===== config.mk =====
export PLATFORM = sky130hd
export DESIGN_NAME = aes_enc_top
export DESIGN_NICKNAME = d
export VERILOG_FILES = /design/src/rtl/aes_pkg.sv /design/src/rtl/aes_ctrl_if.sv /design/src/rtl/aes_enc_top.sv /design/src/rtl/aes_state_regs.sv /design/src/rtl/aes_round_ctrl.sv /design/src/rtl/aes_key_step.sv /design/src/rtl/aes_round.sv /design/src/rtl/aes_sbox.sv
export SDC_FILE = /design/constraint.sdc
export NUM_CORES = 2
export LEC_CHECK = 0
export ABC_AREA = 0
export BUFFER_PORTS_ARGS = -buffer_cell sky130_fd_sc_hd__buf_2
export CORE_ASPECT_RATIO = 0.9
export CORE_MARGIN = 1
export CORE_UTILIZATION = 31
export DETAILED_ROUTE_END_ITERATION = 10
export GPL_TIMING_DRIVEN = 0
export HOLD_SLACK_MARGIN = 0.12
export RECOVER_POWER = 100
export SLEW_MARGIN = 20
export SYNTH_ARGS = -nofsm -noshare
export SYNTH_HDL_FRONTEND = slang
export SYNTH_HIERARCHICAL = 1
export SYNTH_SLANG_ARGS = --single-unit
export TNS_END_PERCENT = 20

===== constraint.sdc =====
create_clock -name CLK -period 6.7 [get_ports CLK]
set_input_delay 1.005 -clock CLK [delete_from_list [all_inputs] [get_ports CLK]]
set_output_delay 1.005 -clock CLK [all_outputs]
set_load 0.02 [all_outputs]

===== src/rtl/aes_pkg.sv =====
// ----------------------------------------------------------
// Shared AES-128 definitions for the iterative encryption core
// Widths, the 128-bit state union, xtime and the GF(2^4) and
// GF(2^2) arithmetic behind the composite-field S-box
// ----------------------------------------------------------
package aes_pkg;

   // ----------------------------------------------------------
   // Widths and round count
   // ----------------------------------------------------------
   localparam int BLOCK_W  = 128;              // Block and key width
   localparam int WORD_W   = 32;               // One state column
   localparam int BYTE_W   = 8;
   localparam int N_ROUNDS = 10;               // Also one-hot round register width

   localparam logic [BYTE_W-1:0] RCON_INIT   = 8'h01;   // First round constant
   localparam logic [BYTE_W-1:0] GF_POLY_LOW = 8'h1B;   // x^4+x^3+x+1 part of AES poly

   // ----------------------------------------------------------
   // Composite field GF((2^4)^2) constants
   // ----------------------------------------------------------
   localparam logic [1:0] GF2_PHI    = 2'b10;  // GF(2^4) is GF(2^2)[z]/(z^2+z+phi)
   localparam logic [3:0] GF4_LAMBDA = 4'b1100; // GF(2^8) is GF(2^4)[y]/(y^2+y+lambda)

   // Bit matrices, entry i holds the input mask of output bit i
   localparam logic [BYTE_W-1:0][BYTE_W-1:0] ISO_M =      // GF(2^8) to composite
      {8'hA0, 8'hDE, 8'hAC, 8'hAE, 8'hC6, 8'h9E, 8'h52, 8'h43};
   localparam logic [BYTE_W-1:0][BYTE_W-1:0] ISO_INV_M =  // Composite back to GF(2^8)
      {8'hE2, 8'h44, 8'h62, 8'h76, 8'h3E, 8'h9E, 8'h30, 8'h75};
   localparam logic [BYTE_W-1:0][BYTE_W-1:0] AFF_M =      // S-box affine matrix
      {8'hF8, 8'h7C, 8'h3E, 8'h1F, 8'h8F, 8'hC7, 8'hE3, 8'hF1};
   localparam logic [BYTE_W-1:0] AFF_C = 8'h63;           // Affine constant

   // ----------------------------------------------------------
   // Types
   // ----------------------------------------------------------
   typedef logic [BLOCK_W-1:0] aes_block_t;

   typedef union packed {
      logic [0:BLOCK_W/WORD_W-1][WORD_W-1:0] col;   // Column 0 in the MSBs
      logic [0:BLOCK_W/BYTE_W-1][BYTE_W-1:0] bytes; // Byte 4*c+r is row r of column c
   } aes_state_u;

   // Multiply by x in GF(2^8)
   function automatic logic [BYTE_W-1:0] xtime(input logic [BYTE_W-1:0] b);
      return {b[BYTE_W-2:0], 1'b0} ^ (b[BYTE_W-1] ? GF_POLY_LOW : '0);
   endfunction

   // ----------------------------------------------------------
   // GF(2^2), normal poly w^2+w+1
   // ----------------------------------------------------------
   function automatic logic [1:0] gf2_mul(input logic [1:0] a, input logic [1:0] b);
      return {(a[1] & b[1]) ^ (a[1] & b[0]) ^ (a[0] & b[1]),
              (a[1] & b[1]) ^ (a[0] & b[0])};
   endfunction

   function automatic logic [1:0] gf2_sq(input logic [1:0] a);
      return {a[1], a[1] ^ a[0]};
   endfunction

   function automatic logic [1:0] gf2_scale(input logic [1:0] a);
      return gf2_mul(a, GF2_PHI);              // Times phi
   endfunction

   function automatic logic [1:0] gf2_inv(input logic [1:0] a);
      return gf2_sq(a);                        // a^-1 equals a^2 in GF(4)
   endfunction

   // ----------------------------------------------------------
   // GF(2^4) over GF(2^2), element {hi, lo} is hi*z + lo
   // ----------------------------------------------------------
   function automatic logic [3:0] gf4_mul(input logic [3:0] a, input logic [3:0] b);
      logic [1:0] hh;
      hh = gf2_mul(a[3:2], b[3:2]);
      return {hh ^ gf2_mul(a[3:2], b[1:0]) ^ gf2_mul(a[1:0], b[3:2]),
              gf2_scale(hh) ^ gf2_mul(a[1:0], b[1:0])};
   endfunction

   function automatic logic [3:0] gf4_sq(input logic [3:0] a);
      logic [1:0] h;
      h = gf2_sq(a[3:2]);
      return {h, gf2_scale(h) ^ gf2_sq(a[1:0])};
   endfunction

   function automatic logic [3:0] gf4_scale(input logic [3:0] a);
      return gf4_mul(a, GF4_LAMBDA);           // Times lambda
   endfunction

   function automatic logic [3:0] gf4_inv(input logic [3:0] a);
      logic [1:0] s;
      logic [1:0] n_inv;
      s     = a[3:2] ^ a[1:0];
      n_inv = gf2_inv(gf2_scale(gf2_sq(a[3:2])) ^ gf2_mul(s, a[1:0])); // Norm inverse
      return {gf2_mul(a[3:2], n_inv), gf2_mul(s, n_inv)};
   endfunction

endpackage

===== src/rtl/aes_ctrl_if.sv =====
// ----------------------------------------------------------
// Command bundle from the round controller to the state bank
// ----------------------------------------------------------
interface aes_ctrl_if;
   import aes_pkg::*;

   logic              load_key;     // krdy qualified by en
   logic              load_data;    // drdy qualified by en
   logic              advance;      // State takes round output
   logic              first_round;  // Round key reloads from cipher key
   logic              final_round;  // Skip MixColumns
   logic [BYTE_W-1:0] rcon;         // Current round constant
   logic              en;           // Global enable

   modport ctrl (
      output load_key, load_data, advance, first_round, final_round, rcon, en
   );

   modport regs (
      input  load_key, load_data, advance, first_round, final_round, rcon, en
   );

endinterface


===== src/rtl/aes_enc_top.sv =====
// ----------------------------------------------------------
// Iterative AES-128 encryption core, top level
// Load key with krdy, data with drdy, ciphertext on dvld
// en low freezes the whole core
// ----------------------------------------------------------
module aes_enc_top (
   input  logic                CLK,
   input  logic                rst,
   input  logic                en,    // Global enable
   input  logic                krdy,  // Key strobe
   input  logic                drdy,  // Data strobe
   input  aes_pkg::aes_block_t kin,
   input  aes_pkg::aes_block_t din,
   output aes_pkg::aes_block_t dout,  // Ciphertext
   output logic                kvld,  // Key accepted
   output logic                dvld,  // Ciphertext valid
   output logic                bsy
);

   aes_ctrl_if ctrl_if ();

   // Round sequencer
   aes_round_ctrl ctrl_i (
      .CLK  (CLK),
      .rst  (rst),
      .en   (en),
      .krdy (krdy),
      .drdy (drdy),
      .kvld (kvld),
      .dvld (dvld),
      .bsy  (bsy),
      .ctrl (ctrl_if.ctrl)
   );

   // Datapath and key schedule
   aes_state_regs regs_i (
      .CLK  (CLK),
      .rst  (rst),
      .kin  (kin),
      .din  (din),
      .dout (dout),
      .regs (ctrl_if.regs)
   );

endmodule


===== src/rtl/aes_state_regs.sv =====
// ----------------------------------------------------------
// State register bank of the AES-128 core
// Holds cipher key, round key and state, one round per advance
// The state register doubles as the ciphertext output
// ----------------------------------------------------------
module aes_state_regs (
   input  logic                CLK,
   input  logic                rst,
   input  aes_pkg::aes_block_t kin,
   input  aes_pkg::aes_block_t din,
   output aes_pkg::aes_block_t dout,
   aes_ctrl_if.regs            regs
);
   import aes_pkg::*;

   aes_block_t key;        // Cipher key
   aes_block_t rkey;       // Previous round key
   aes_block_t rkey_next;  // Key for the round being computed
   aes_state_u dat;
   aes_state_u dat_next;

   // ----------------------------------------------------------
   // Round datapath and key schedule
   // ----------------------------------------------------------
   aes_round round_i (
      .state       (dat),
      .round_key   (rkey_next),
      .final_round (regs.final_round),
      .next_state  (dat_next)
   );

   aes_key_step key_step_i (
      .key      (rkey),
      .rcon     (regs.rcon),
      .next_key (rkey_next)
   );

   // ----------------------------------------------------------
   // Key registers
   // ----------------------------------------------------------
   always_ff @(posedge CLK) begin
      if (regs.load_key) begin
         key <= kin;
      end
   end

   always_ff @(posedge CLK) begin
      if (regs.en) begin
         if (regs.load_key) begin
            rkey <= kin;
         end else if (regs.first_round) begin
            rkey <= key;                       // Restart schedule while idle
         end else begin
            rkey <= rkey_next;                 // Step on the fly
         end
      end
   end

   // State, also the result held for the host
   always_ff @(posedge CLK or posedge rst) begin
      if (rst) begin
         dat <= '0;
      end else if (regs.load_data) begin
         dat <= din ^ key;                     // Initial AddRoundKey
      end else if (regs.en && regs.advance) begin
         dat <= dat_next;
      end
   end

   assign dout = dat;

   a_load_vs_advance: assert property (@(posedge CLK) disable iff (rst)
      !(regs.load_data && regs.advance))
      else $error("new block loaded during rounds");

endmodule


===== src/rtl/aes_round_ctrl.sv =====
// ----------------------------------------------------------
// Round sequencer for the iterative AES-128 core
// One-hot round register, round constant and host status
// kvld/dvld are one-cycle pulses, bsy covers a whole block
// ----------------------------------------------------------
module aes_round_ctrl (
   input  logic     CLK,
   input  logic     rst,
   input  logic     en,
   input  logic     krdy,
   input  logic     drdy,
   output logic     kvld,
   output logic     dvld,
   output logic     bsy,
   aes_ctrl_if.ctrl ctrl
);
   import aes_pkg::*;

   logic [N_ROUNDS-1:0] rnd;      // Bit 0 means idle
   logic                final_q;  // Round ten in progress
   logic [BYTE_W-1:0]   rcon;
   logic                idle;

   assign idle = rnd[0];

   // ----------------------------------------------------------
   // Round register and round constant
   // ----------------------------------------------------------
   always_ff @(posedge CLK or posedge rst) begin
      if (rst) begin
         rnd     <= N_ROUNDS'(1);
         final_q <= 1'b0;
         rcon    <= RCON_INIT;
      end else if (en) begin
         if (drdy || !idle) begin
            rnd <= {rnd[N_ROUNDS-2:0], rnd[N_ROUNDS-1]};  // Rotate, wraps back to idle
         end
         final_q <= rnd[N_ROUNDS-1];                     // Set for one cycle after round 9
         if (drdy) begin
            rcon <= RCON_INIT;
         end else if (!idle) begin
            rcon <= xtime(rcon);                         // Next rcon by doubling
         end
      end
   end

   // ----------------------------------------------------------
   // Host status
   // ----------------------------------------------------------
   always_ff @(posedge CLK or posedge rst) begin
      if (rst) begin
         kvld <= 1'b0;
         dvld <= 1'b0;
         bsy  <= 1'b0;
      end else if (en) begin
         kvld <= krdy;                                   // Key ack next cycle
         dvld <= final_q;                                // Ciphertext just latched
         bsy  <= drdy | (|rnd[N_ROUNDS-1:1]) | final_q;
      end
   end

   // Commands to the state bank
   assign ctrl.load_key    = krdy & en;
   assign ctrl.load_data   = drdy & en;
   assign ctrl.advance     = ~idle | final_q;            // Rounds 1 to 10
   assign ctrl.first_round = idle;
   assign ctrl.final_round = final_q;
   assign ctrl.rcon        = rcon;
   assign ctrl.en          = en;

   // ----------------------------------------------------------
   // Protocol checks
   // ----------------------------------------------------------
   a_drdy_not_busy: assert property (@(posedge CLK) disable iff (rst)
      (en && drdy) |-> !bsy)
      else $error("drdy issued while core busy");

   a_rnd_onehot: assert property (@(posedge CLK) disable iff (rst)
      $onehot(rnd))
      else $error("round register lost one-hot");

   a_dvld_pulse: assert property (@(posedge CLK) disable iff (rst)
      (en && dvld) |=> !dvld)
      else $error("dvld high for two enabled cycles");

endmodule


===== src/rtl/aes_key_step.sv =====
// ----------------------------------------------------------
// One step of the AES-128 key expansion, combinational
// Next round key from the current one and its round constant
// ----------------------------------------------------------
module aes_key_step (
   input  aes_pkg::aes_block_t        key,
   input  logic [aes_pkg::BYTE_W-1:0] rcon,
   output aes_pkg::aes_block_t        next_key
);
   import aes_pkg::*;

   logic [0:3][WORD_W-1:0] kw;            // Word 0 in the MSBs
   logic [0:3][BYTE_W-1:0] last_w;        // Last word by bytes
   logic [0:3][BYTE_W-1:0] sub_w;         // RotWord then SubWord
   logic [0:3][WORD_W-1:0] nw;

   assign kw     = key;
   assign last_w = kw[3];

   // RotWord folded into the S-box byte selection
   for (genvar i = 0; i < 4; i++) begin : g_sub
      aes_sbox sbox_i (
         .x (last_w[(i + 1) % 4]),
         .y (sub_w[i])
      );
   end

   // ----------------------------------------------------------
   // Rcon into top byte, then XOR chain across the words
   // ----------------------------------------------------------
   always_comb begin
      nw[0] = sub_w ^ {rcon, {(WORD_W - BYTE_W){1'b0}}} ^ kw[0];
      for (int j = 1; j < 4; j++) begin
         nw[j] = nw[j-1] ^ kw[j];
      end
   end

   assign next_key = nw;

endmodule


===== src/rtl/aes_round.sv =====
// ----------------------------------------------------------
// One combinational AES encryption round
// SubBytes, ShiftRows, MixColumns and AddRoundKey in sequence
// final_round bypasses MixColumns for round ten
// ----------------------------------------------------------
module aes_round (
   input  aes_pkg::aes_state_u state,
   input  aes_pkg::aes_block_t round_key,
   input  logic                final_round,
   output aes_pkg::aes_state_u next_state
);
   import aes_pkg::*;

   logic [0:BLOCK_W/BYTE_W-1][BYTE_W-1:0] sub_b;   // SubBytes result
   aes_state_u                            shifted; // Written as bytes, read as columns
   aes_state_u                            mixed;

   // Column times {02 03 01 01} circulant
   function automatic logic [WORD_W-1:0] mix_column(input logic [WORD_W-1:0] c);
      logic [0:3][BYTE_W-1:0] a;
      logic [0:3][BYTE_W-1:0] d;
      logic [0:3][BYTE_W-1:0] m;
      a = c;
      for (int i = 0; i < 4; i++) begin
         d[i] = xtime(a[i]);                      // 2*a
      end
      for (int i = 0; i < 4; i++) begin
         m[i] = d[i] ^ d[(i + 1) % 4] ^ a[(i + 1) % 4] ^ a[(i + 2) % 4] ^ a[(i + 3) % 4];
      end
      return m;
   endfunction

   // ----------------------------------------------------------
   // SubBytes
   // ----------------------------------------------------------
   for (genvar i = 0; i < BLOCK_W / BYTE_W; i++) begin : g_sub
      aes_sbox sbox_i (
         .x (state.bytes[i]),
         .y (sub_b[i])
      );
   end

   // ----------------------------------------------------------
   // ShiftRows then MixColumns, row r rotates left by r
   // ----------------------------------------------------------
   always_comb begin
      for (int c = 0; c < BLOCK_W / WORD_W; c++) begin
         for (int r = 0; r < 4; r++) begin
            shifted.bytes[4*c + r] = sub_b[4*((c + r) % 4) + r];
         end
         mixed.col[c] = final_round ? shifted.col[c] : mix_column(shifted.col[c]);
      end
   end

   assign next_state = mixed ^ round_key;       // AddRoundKey

   // Round select must come from a reset controller
   always_comb begin
      a_final_known: assert final (!$isunknown(final_round))
         else $error("aes_round final_round is unknown");
   end

endmodule


===== src/rtl/aes_sbox.sv =====
// ----------------------------------------------------------
// AES S-box on one byte, inversion done in GF((2^4)^2)
// Map in, invert through GF(2^4) and GF(2^2), map out, affine
// Purely combinational, instantiated per byte by round and key step
// ----------------------------------------------------------
module aes_sbox (
   input  logic [aes_pkg::BYTE_W-1:0] x,
   output logic [aes_pkg::BYTE_W-1:0] y
);
   import aes_pkg::*;

   logic [BYTE_W-1:0] x_cf;         // Input in composite basis
   logic [BYTE_W-1:0] y_cf;         // Inverse in composite basis
   logic [BYTE_W-1:0] y_inv;        // Inverse back in AES basis
   logic [3:0]        hi;
   logic [3:0]        lo;
   logic [3:0]        hl;
   logic [3:0]        n_inv;        // Inverse of the GF(2^4) norm

   // GF(2) matrix times vector, one parity per row
   function automatic logic [BYTE_W-1:0] bit_mat(
      input logic [BYTE_W-1:0][BYTE_W-1:0] m,
      input logic [BYTE_W-1:0]             v
   );
      logic [BYTE_W-1:0] r;
      for (int i = 0; i < BYTE_W; i++) begin
         r[i] = ^(m[i] & v);
      end
      return r;
   endfunction

   // ----------------------------------------------------------
   // Isomorphism into GF((2^4)^2)
   // ----------------------------------------------------------
   assign x_cf = bit_mat(ISO_M, x);
   assign hi   = x_cf[7:4];
   assign lo   = x_cf[3:0];
   assign hl   = hi ^ lo;

   // ----------------------------------------------------------
   // Inversion, (hi*y + lo)^-1 = (hi*y + hi+lo) / norm
   // ----------------------------------------------------------
   assign n_inv = gf4_inv(gf4_scale(gf4_sq(hi)) ^ gf4_mul(hl, lo));
   assign y_cf  = {gf4_mul(hi, n_inv), gf4_mul(hl, n_inv)};  // Zero maps to zero

   // ----------------------------------------------------------
   // Back to GF(2^8) and affine transform
   // ----------------------------------------------------------
   assign y_inv = bit_mat(ISO_INV_M, y_cf);
   assign y     = bit_mat(AFF_M, y_inv) ^ AFF_C;

endmodule


[Word level (Yosys, flattened, before mapping)]
Index checks and enable logic that the tools add are counted.
Storage, ports and cells
  bits in registers: 406
  latch bits: 0
  RAM bits: 0
  ROM bits: 0
  word-level logic and storage cells: 3258
  memories kept: 0
Cells by class
  $add $sub $neg: 0
  multiply operators: 0
  divide/modulo/power cells: 0
  $lt $le $gt $ge: 0
  eq/ne operators: 1
  shifts and indexed selects: 0
  muxes and demuxes: 27
  bitwise logic cells: 2734
  reduce and logical (&&, ||, !) cells: 487
Operators with widths (number)
  $reduce_xor 8->1: 480
  $and 1x1->1: 1202
  $xor 1x1->1: 1120
  $xor 2x2->2: 260
  $xor 8x8->8: 65
  $mux 128: 4
  $xor 128x128->128: 2
  $xor 32x32->32: 5
  $xor 4x4->4: 40
  $mux 32: 4
  $xor 8x5->8: 16
  $mux 5: 17
  $not 4->4: 20
  $mux 8: 2
  $reduce_or 9->1: 1
  $reduce_and 2->1: 2
  $or 1x1->1: 3
  $ne 2x2->1 const B: 1
  $reduce_bool 2->1: 1
  $logic_and 1x1->1: 1
  $logic_not 1->1: 1
  $logic_or 1x1->1: 1
  $not 1->1: 1

[Depth between registers and ports, before layout]
  word-level depth: 34
  depth in mapped cells: 30
  gate-level depth less buffers: 28

[Cells and area by module]
The synthesis kept the hierarchy.
Modules (own cells, without submodules)
  aes_sbox: instances 20, cells each 243, area an instance 1903.1 µm², seq. area each 0.0 µm²
  aes_state_regs: instances 1, cells each 1366, area an instance 17488.0 µm², seq. area each 10890.4 µm²
  aes_round: instances 1, cells each 748, area an instance 7548.5 µm², seq. area each 0.0 µm²
  aes_key_step: instances 1, cells each 175, area an instance 1550.2 µm², seq. area each 0.0 µm²
  aes_round_ctrl: instances 1, cells each 76, area an instance 997.2 µm², seq. area each 553.0 µm²

[Least setup slack after synthesis]
OpenSTA, ideal clock, no wires.
  kind: register to register
  from: register regs_i.dat, in the netlist regs_i/dout[122]
  to: register regs_i.dat, in the netlist regs_i/dout[97]
  data arrival time: 7072 ps
  required time: 6617 ps
  slack: -454 ps
  cell stages (with the launch flop): 29
  clock period less this slack: 7154 ps
  cells stage by stage: dfrtp_1 -> xor2_2 -> xnor3_2 -> xnor2_1 -> inv_1 -> ha_1 -> clkbuf_1 -> or3_1 -> and2_4 -> xnor3_2 -> buf_6 -> inv_2 -> ha_1 -> nand2b_1 -> nor2_1 -> mux2_4 -> o31ai_4 -> and2_1 -> a211o_1 -> nand3_1 -> xnor2_2 -> xnor2_2 -> xnor3_1 -> xnor3_1 -> xnor3_1 -> o21ai_1 -> xor2_1 -> mux2i_1 -> o21ai_0
RTL lines
  start, declared: line aes_state_regs.sv:19  | aes_state_u dat;
  start signal, assigned: line aes_state_regs.sv:64  | dat <= din ^ key;
  start signal, assigned: line aes_state_regs.sv:66  | dat <= dat_next;

==> out/qor.yml <==
status: "finished with violations"
failed_checks: "capacitance limit, slew limit, setup timing"
cts_tree: "yes"
synth_ff_type: "edfxtp_1"
fin_crit_sh: 1.05
layout-drive-gt1-share: 0.478
slew_viol_final: 71
yosysMostFrequentCell: "xnor2_1"
die_w_um: 487
worst_pin_slew_ns: 4.31
start_util: 0.313
max_slew_margin: -1.89
period_needed_ns: 7.05
worst-setup-path-type: "reg2reg"
gp_congestion: 0.968
min_path_type: "in2reg"
h-tree-depth: 2
synth_edf_count: 256
regArea_um2: 11600
cp_max_fo: 6
fillCellCount: 18500
avgSynthCellArea_um2: 9.09
grt_pass1_vias: 60100
dp_hpwl_um: 214000
async_flop_share: 0.369
cts-hold-fix-buffers: 0
finalHoldViolCount: 0
clk_pin_slew_ns: 0.06
clockBufferDepth: 3
synth_fp_nets: 7586
detailroute.via_count: 65300
setup_ws_ns: -0.351
synth_cell_types: 80
clock-sinks: 406
synth-seq-cells: 406
finalSetupViolCount: 100
rsz0062_at_grt: "true"
syn_area_um2: 65600
crit_path_start_kind: "register"
design.die.area_um2: 214000
crit_required_ns: 7.20
critPathSlowestCell: "xnor3_2"
detail-route-antenna-nets: 0
dp.cells: 10400
drv_cap: 1
routed_wl_um: 297000
arrival_ns: 7.56
die_h_um: 439
synthTopCellsByArea: "edfxtp_1 12%, xnor2_1 11%, xnor3_1 8.6%"
fin_util: 0.475
area_delta_synth_final_pct: 51.5
yosys.area.top_type: "edfxtp_1"
seq_area_frac_synth: 0.174
grt_pass1_wl_um: 409000
fin_cells: 11900
grt_max_degree: 80
wire_per_inst_um: 24.9
drtPass1Iterations: 8
multiInputGateArea_um2: 64000
dr.first_iter.drc_count: 6339
rows: 159
route.detailed.drc: 0
final_nets: 9406
clk_latency_ns: 0.70
vias_per_cell: 5.47
cts_inserted_buffers: 53
fin_skew_ns: 0.0509
ios: 392
synth_top_cells_by_count: "805 x xnor2_1, 621 x nand2_1, 607 x xor2_1"
fin_tns_setup_ns: -9.70
antenna_found_initial: 63
critPathMaxStageDelay_ns: 0.54
cp-end-kind: "register"
synth_top_area_share: 0.117
cts_root_buf: "clkbuf_16"
grt_overflow: 0
yosysWarningCount: 6
core_um2: 209000
track_usage: 0.257
fmax_mhz: 142
pre_cts_ws_ns: -2.50
port-buffer-count: 390
synth_cells: 7225
## metrics by stage
stage / hold slack (ns) / area, um2
after floorplan: 0.487 / 66900
after global placement: 0.510 / 72400
after detailed placement: 0.518 / 72500
after CTS: 0.469 / 90300
after global routing: 0.492 / 99500
final: 0.494 / 99500
## critical path, delay by kind of cell, from the launching register on
family	cells	cell delay, ns
muxes	3	0.48
adders and majority gates	2	0.61
AOI/OAI and AO/OA	5	0.95
and+or+nand+nor	3	0.23
xor gates and xnor gates	11	3.03
buffers and inverters	8	1.05
DFF	1	0.49
## layout by cell type, fill, tap and decap left out, types with 47 or more instances in the layout
cell type / instances
buf_4: 1212
nand2_1: 600
nor2_1: 544
xnor2_1: 492
xor2_1: 392
buf_2: 339
mux2i_1: 295
buf_6: 274
o21ai_1: 260
xnor2_4: 259
edfxtp_1: 256
o21ai_0: 207
xnor2_2: 198
xor2_4: 173
clkbuf_1: 168
nor3_1: 162
xnor3_2: 155
xnor3_1: 137
o21ai_2: 131
a21oi_1: 131
xor2_2: 127
inv_1: 124
nor2_2: 91
buf_12: 90
dfrtp_2: 90
and3_1: 81
o211ai_1: 80
nand3_1: 79
inv_2: 67
ha_4: 64
o21a_1: 60
a31oi_1: 57
clkbuf_16: 55
and2_4: 55
nor3_2: 52
nand3_2: 52
nand2_2: 49
mux2_4: 48
dfrtp_1: 48
a21oi_2: 47
## path summary, 6_finish.rpt
kind                                        startpoint  cells after the start                      endpoint  slack, ns
setup / recovery           regs_i/dout[63]$_DFFE_PP0P_                     32   regs_i/dout[39]$_DFFE_PP0P_      -0.35
hold / removal                                 kin[76]                      1      regs_i/key[76]$_DFFE_PP_       0.49
setup reg to reg           regs_i/dout[63]$_DFFE_PP0P_                     32   regs_i/dout[39]$_DFFE_PP0P_      -0.35
hold reg to reg              regs_i/key[105]$_DFFE_PP_                      3  regs_i/dout[105]$_DFFE_PP0P_       0.53
max in group asynchronous                          rst                      2   regs_i/dout[39]$_DFFE_PP0P_       2.66
min in group asynchronous                          rst                      2       ctrl_i/kvld$_DFFE_PP0P_       0.63
## cell families after synthesis
| family | share of synthesized area |
|---|---|
| adder cells (fa/ha/maj) | 0.0191 |
| XOR/XNOR | 0.362 |
| AO/OA/AOI/OAI | 0.159 |
| AND/OR/NAND/NOR | 0.169 |
| multiplexers | 0.0608 |
| buffers and inverters | 0.0557 |
| flip-flops | 0.174 |
## area by class of cell
class / count / area share
Antenna cell: 31 / 0.000780
Tap cell: 2817 / 0.0354
Buffer: 367 / 0.0333
Sequential cell: 406 / 0.117
Clock buffer: 70 / 0.0146
Inverter: 267 / 0.0123
Timing Repair Buffer: 1793 / 0.140
Multi-Input combinational cell: 6157 / 0.643
Clock inverter: 30 / 0.00374
## layer usage
metal | routed length (um) | global-route usage | vias up
met2 | 133000 | 0.398 | 3220
met3 | 24300 | 0.0384 | 728
met1 | 114000 | 0.325 | 32200
li1 | - | - | 29100
met5 | 193 | 0 | -
met4 | 25700 | 0.188 | 32
## flip-flops by register name (all words and copies together) (netlist names)
register and cells:
regs_i/dout 128, ctrl_i/ctrl.rcon 8, ctrl_i/dvld 1, ctrl_i/bsy 1, regs_i/rkey 128, regs_i/key 128, ctrl_i/kvld 1, ctrl_i/rnd 10
ctrl_i/ctrl.final_round 1
## timing repair
| item | CTS | global route |
|---|---|---|
| setup buffers | 824 | 568 |
| gates resized for setup | 1566 | 944 |
| gates cloned | 2 | 10 |
| endpoints found under the setup margin | 256 | 231 |
| pin swaps | 731 | 664 |
Power is left out: the tool's default activity adds up to more than one toggle a clock period on the data nets, which glitch-free logic cannot reach.
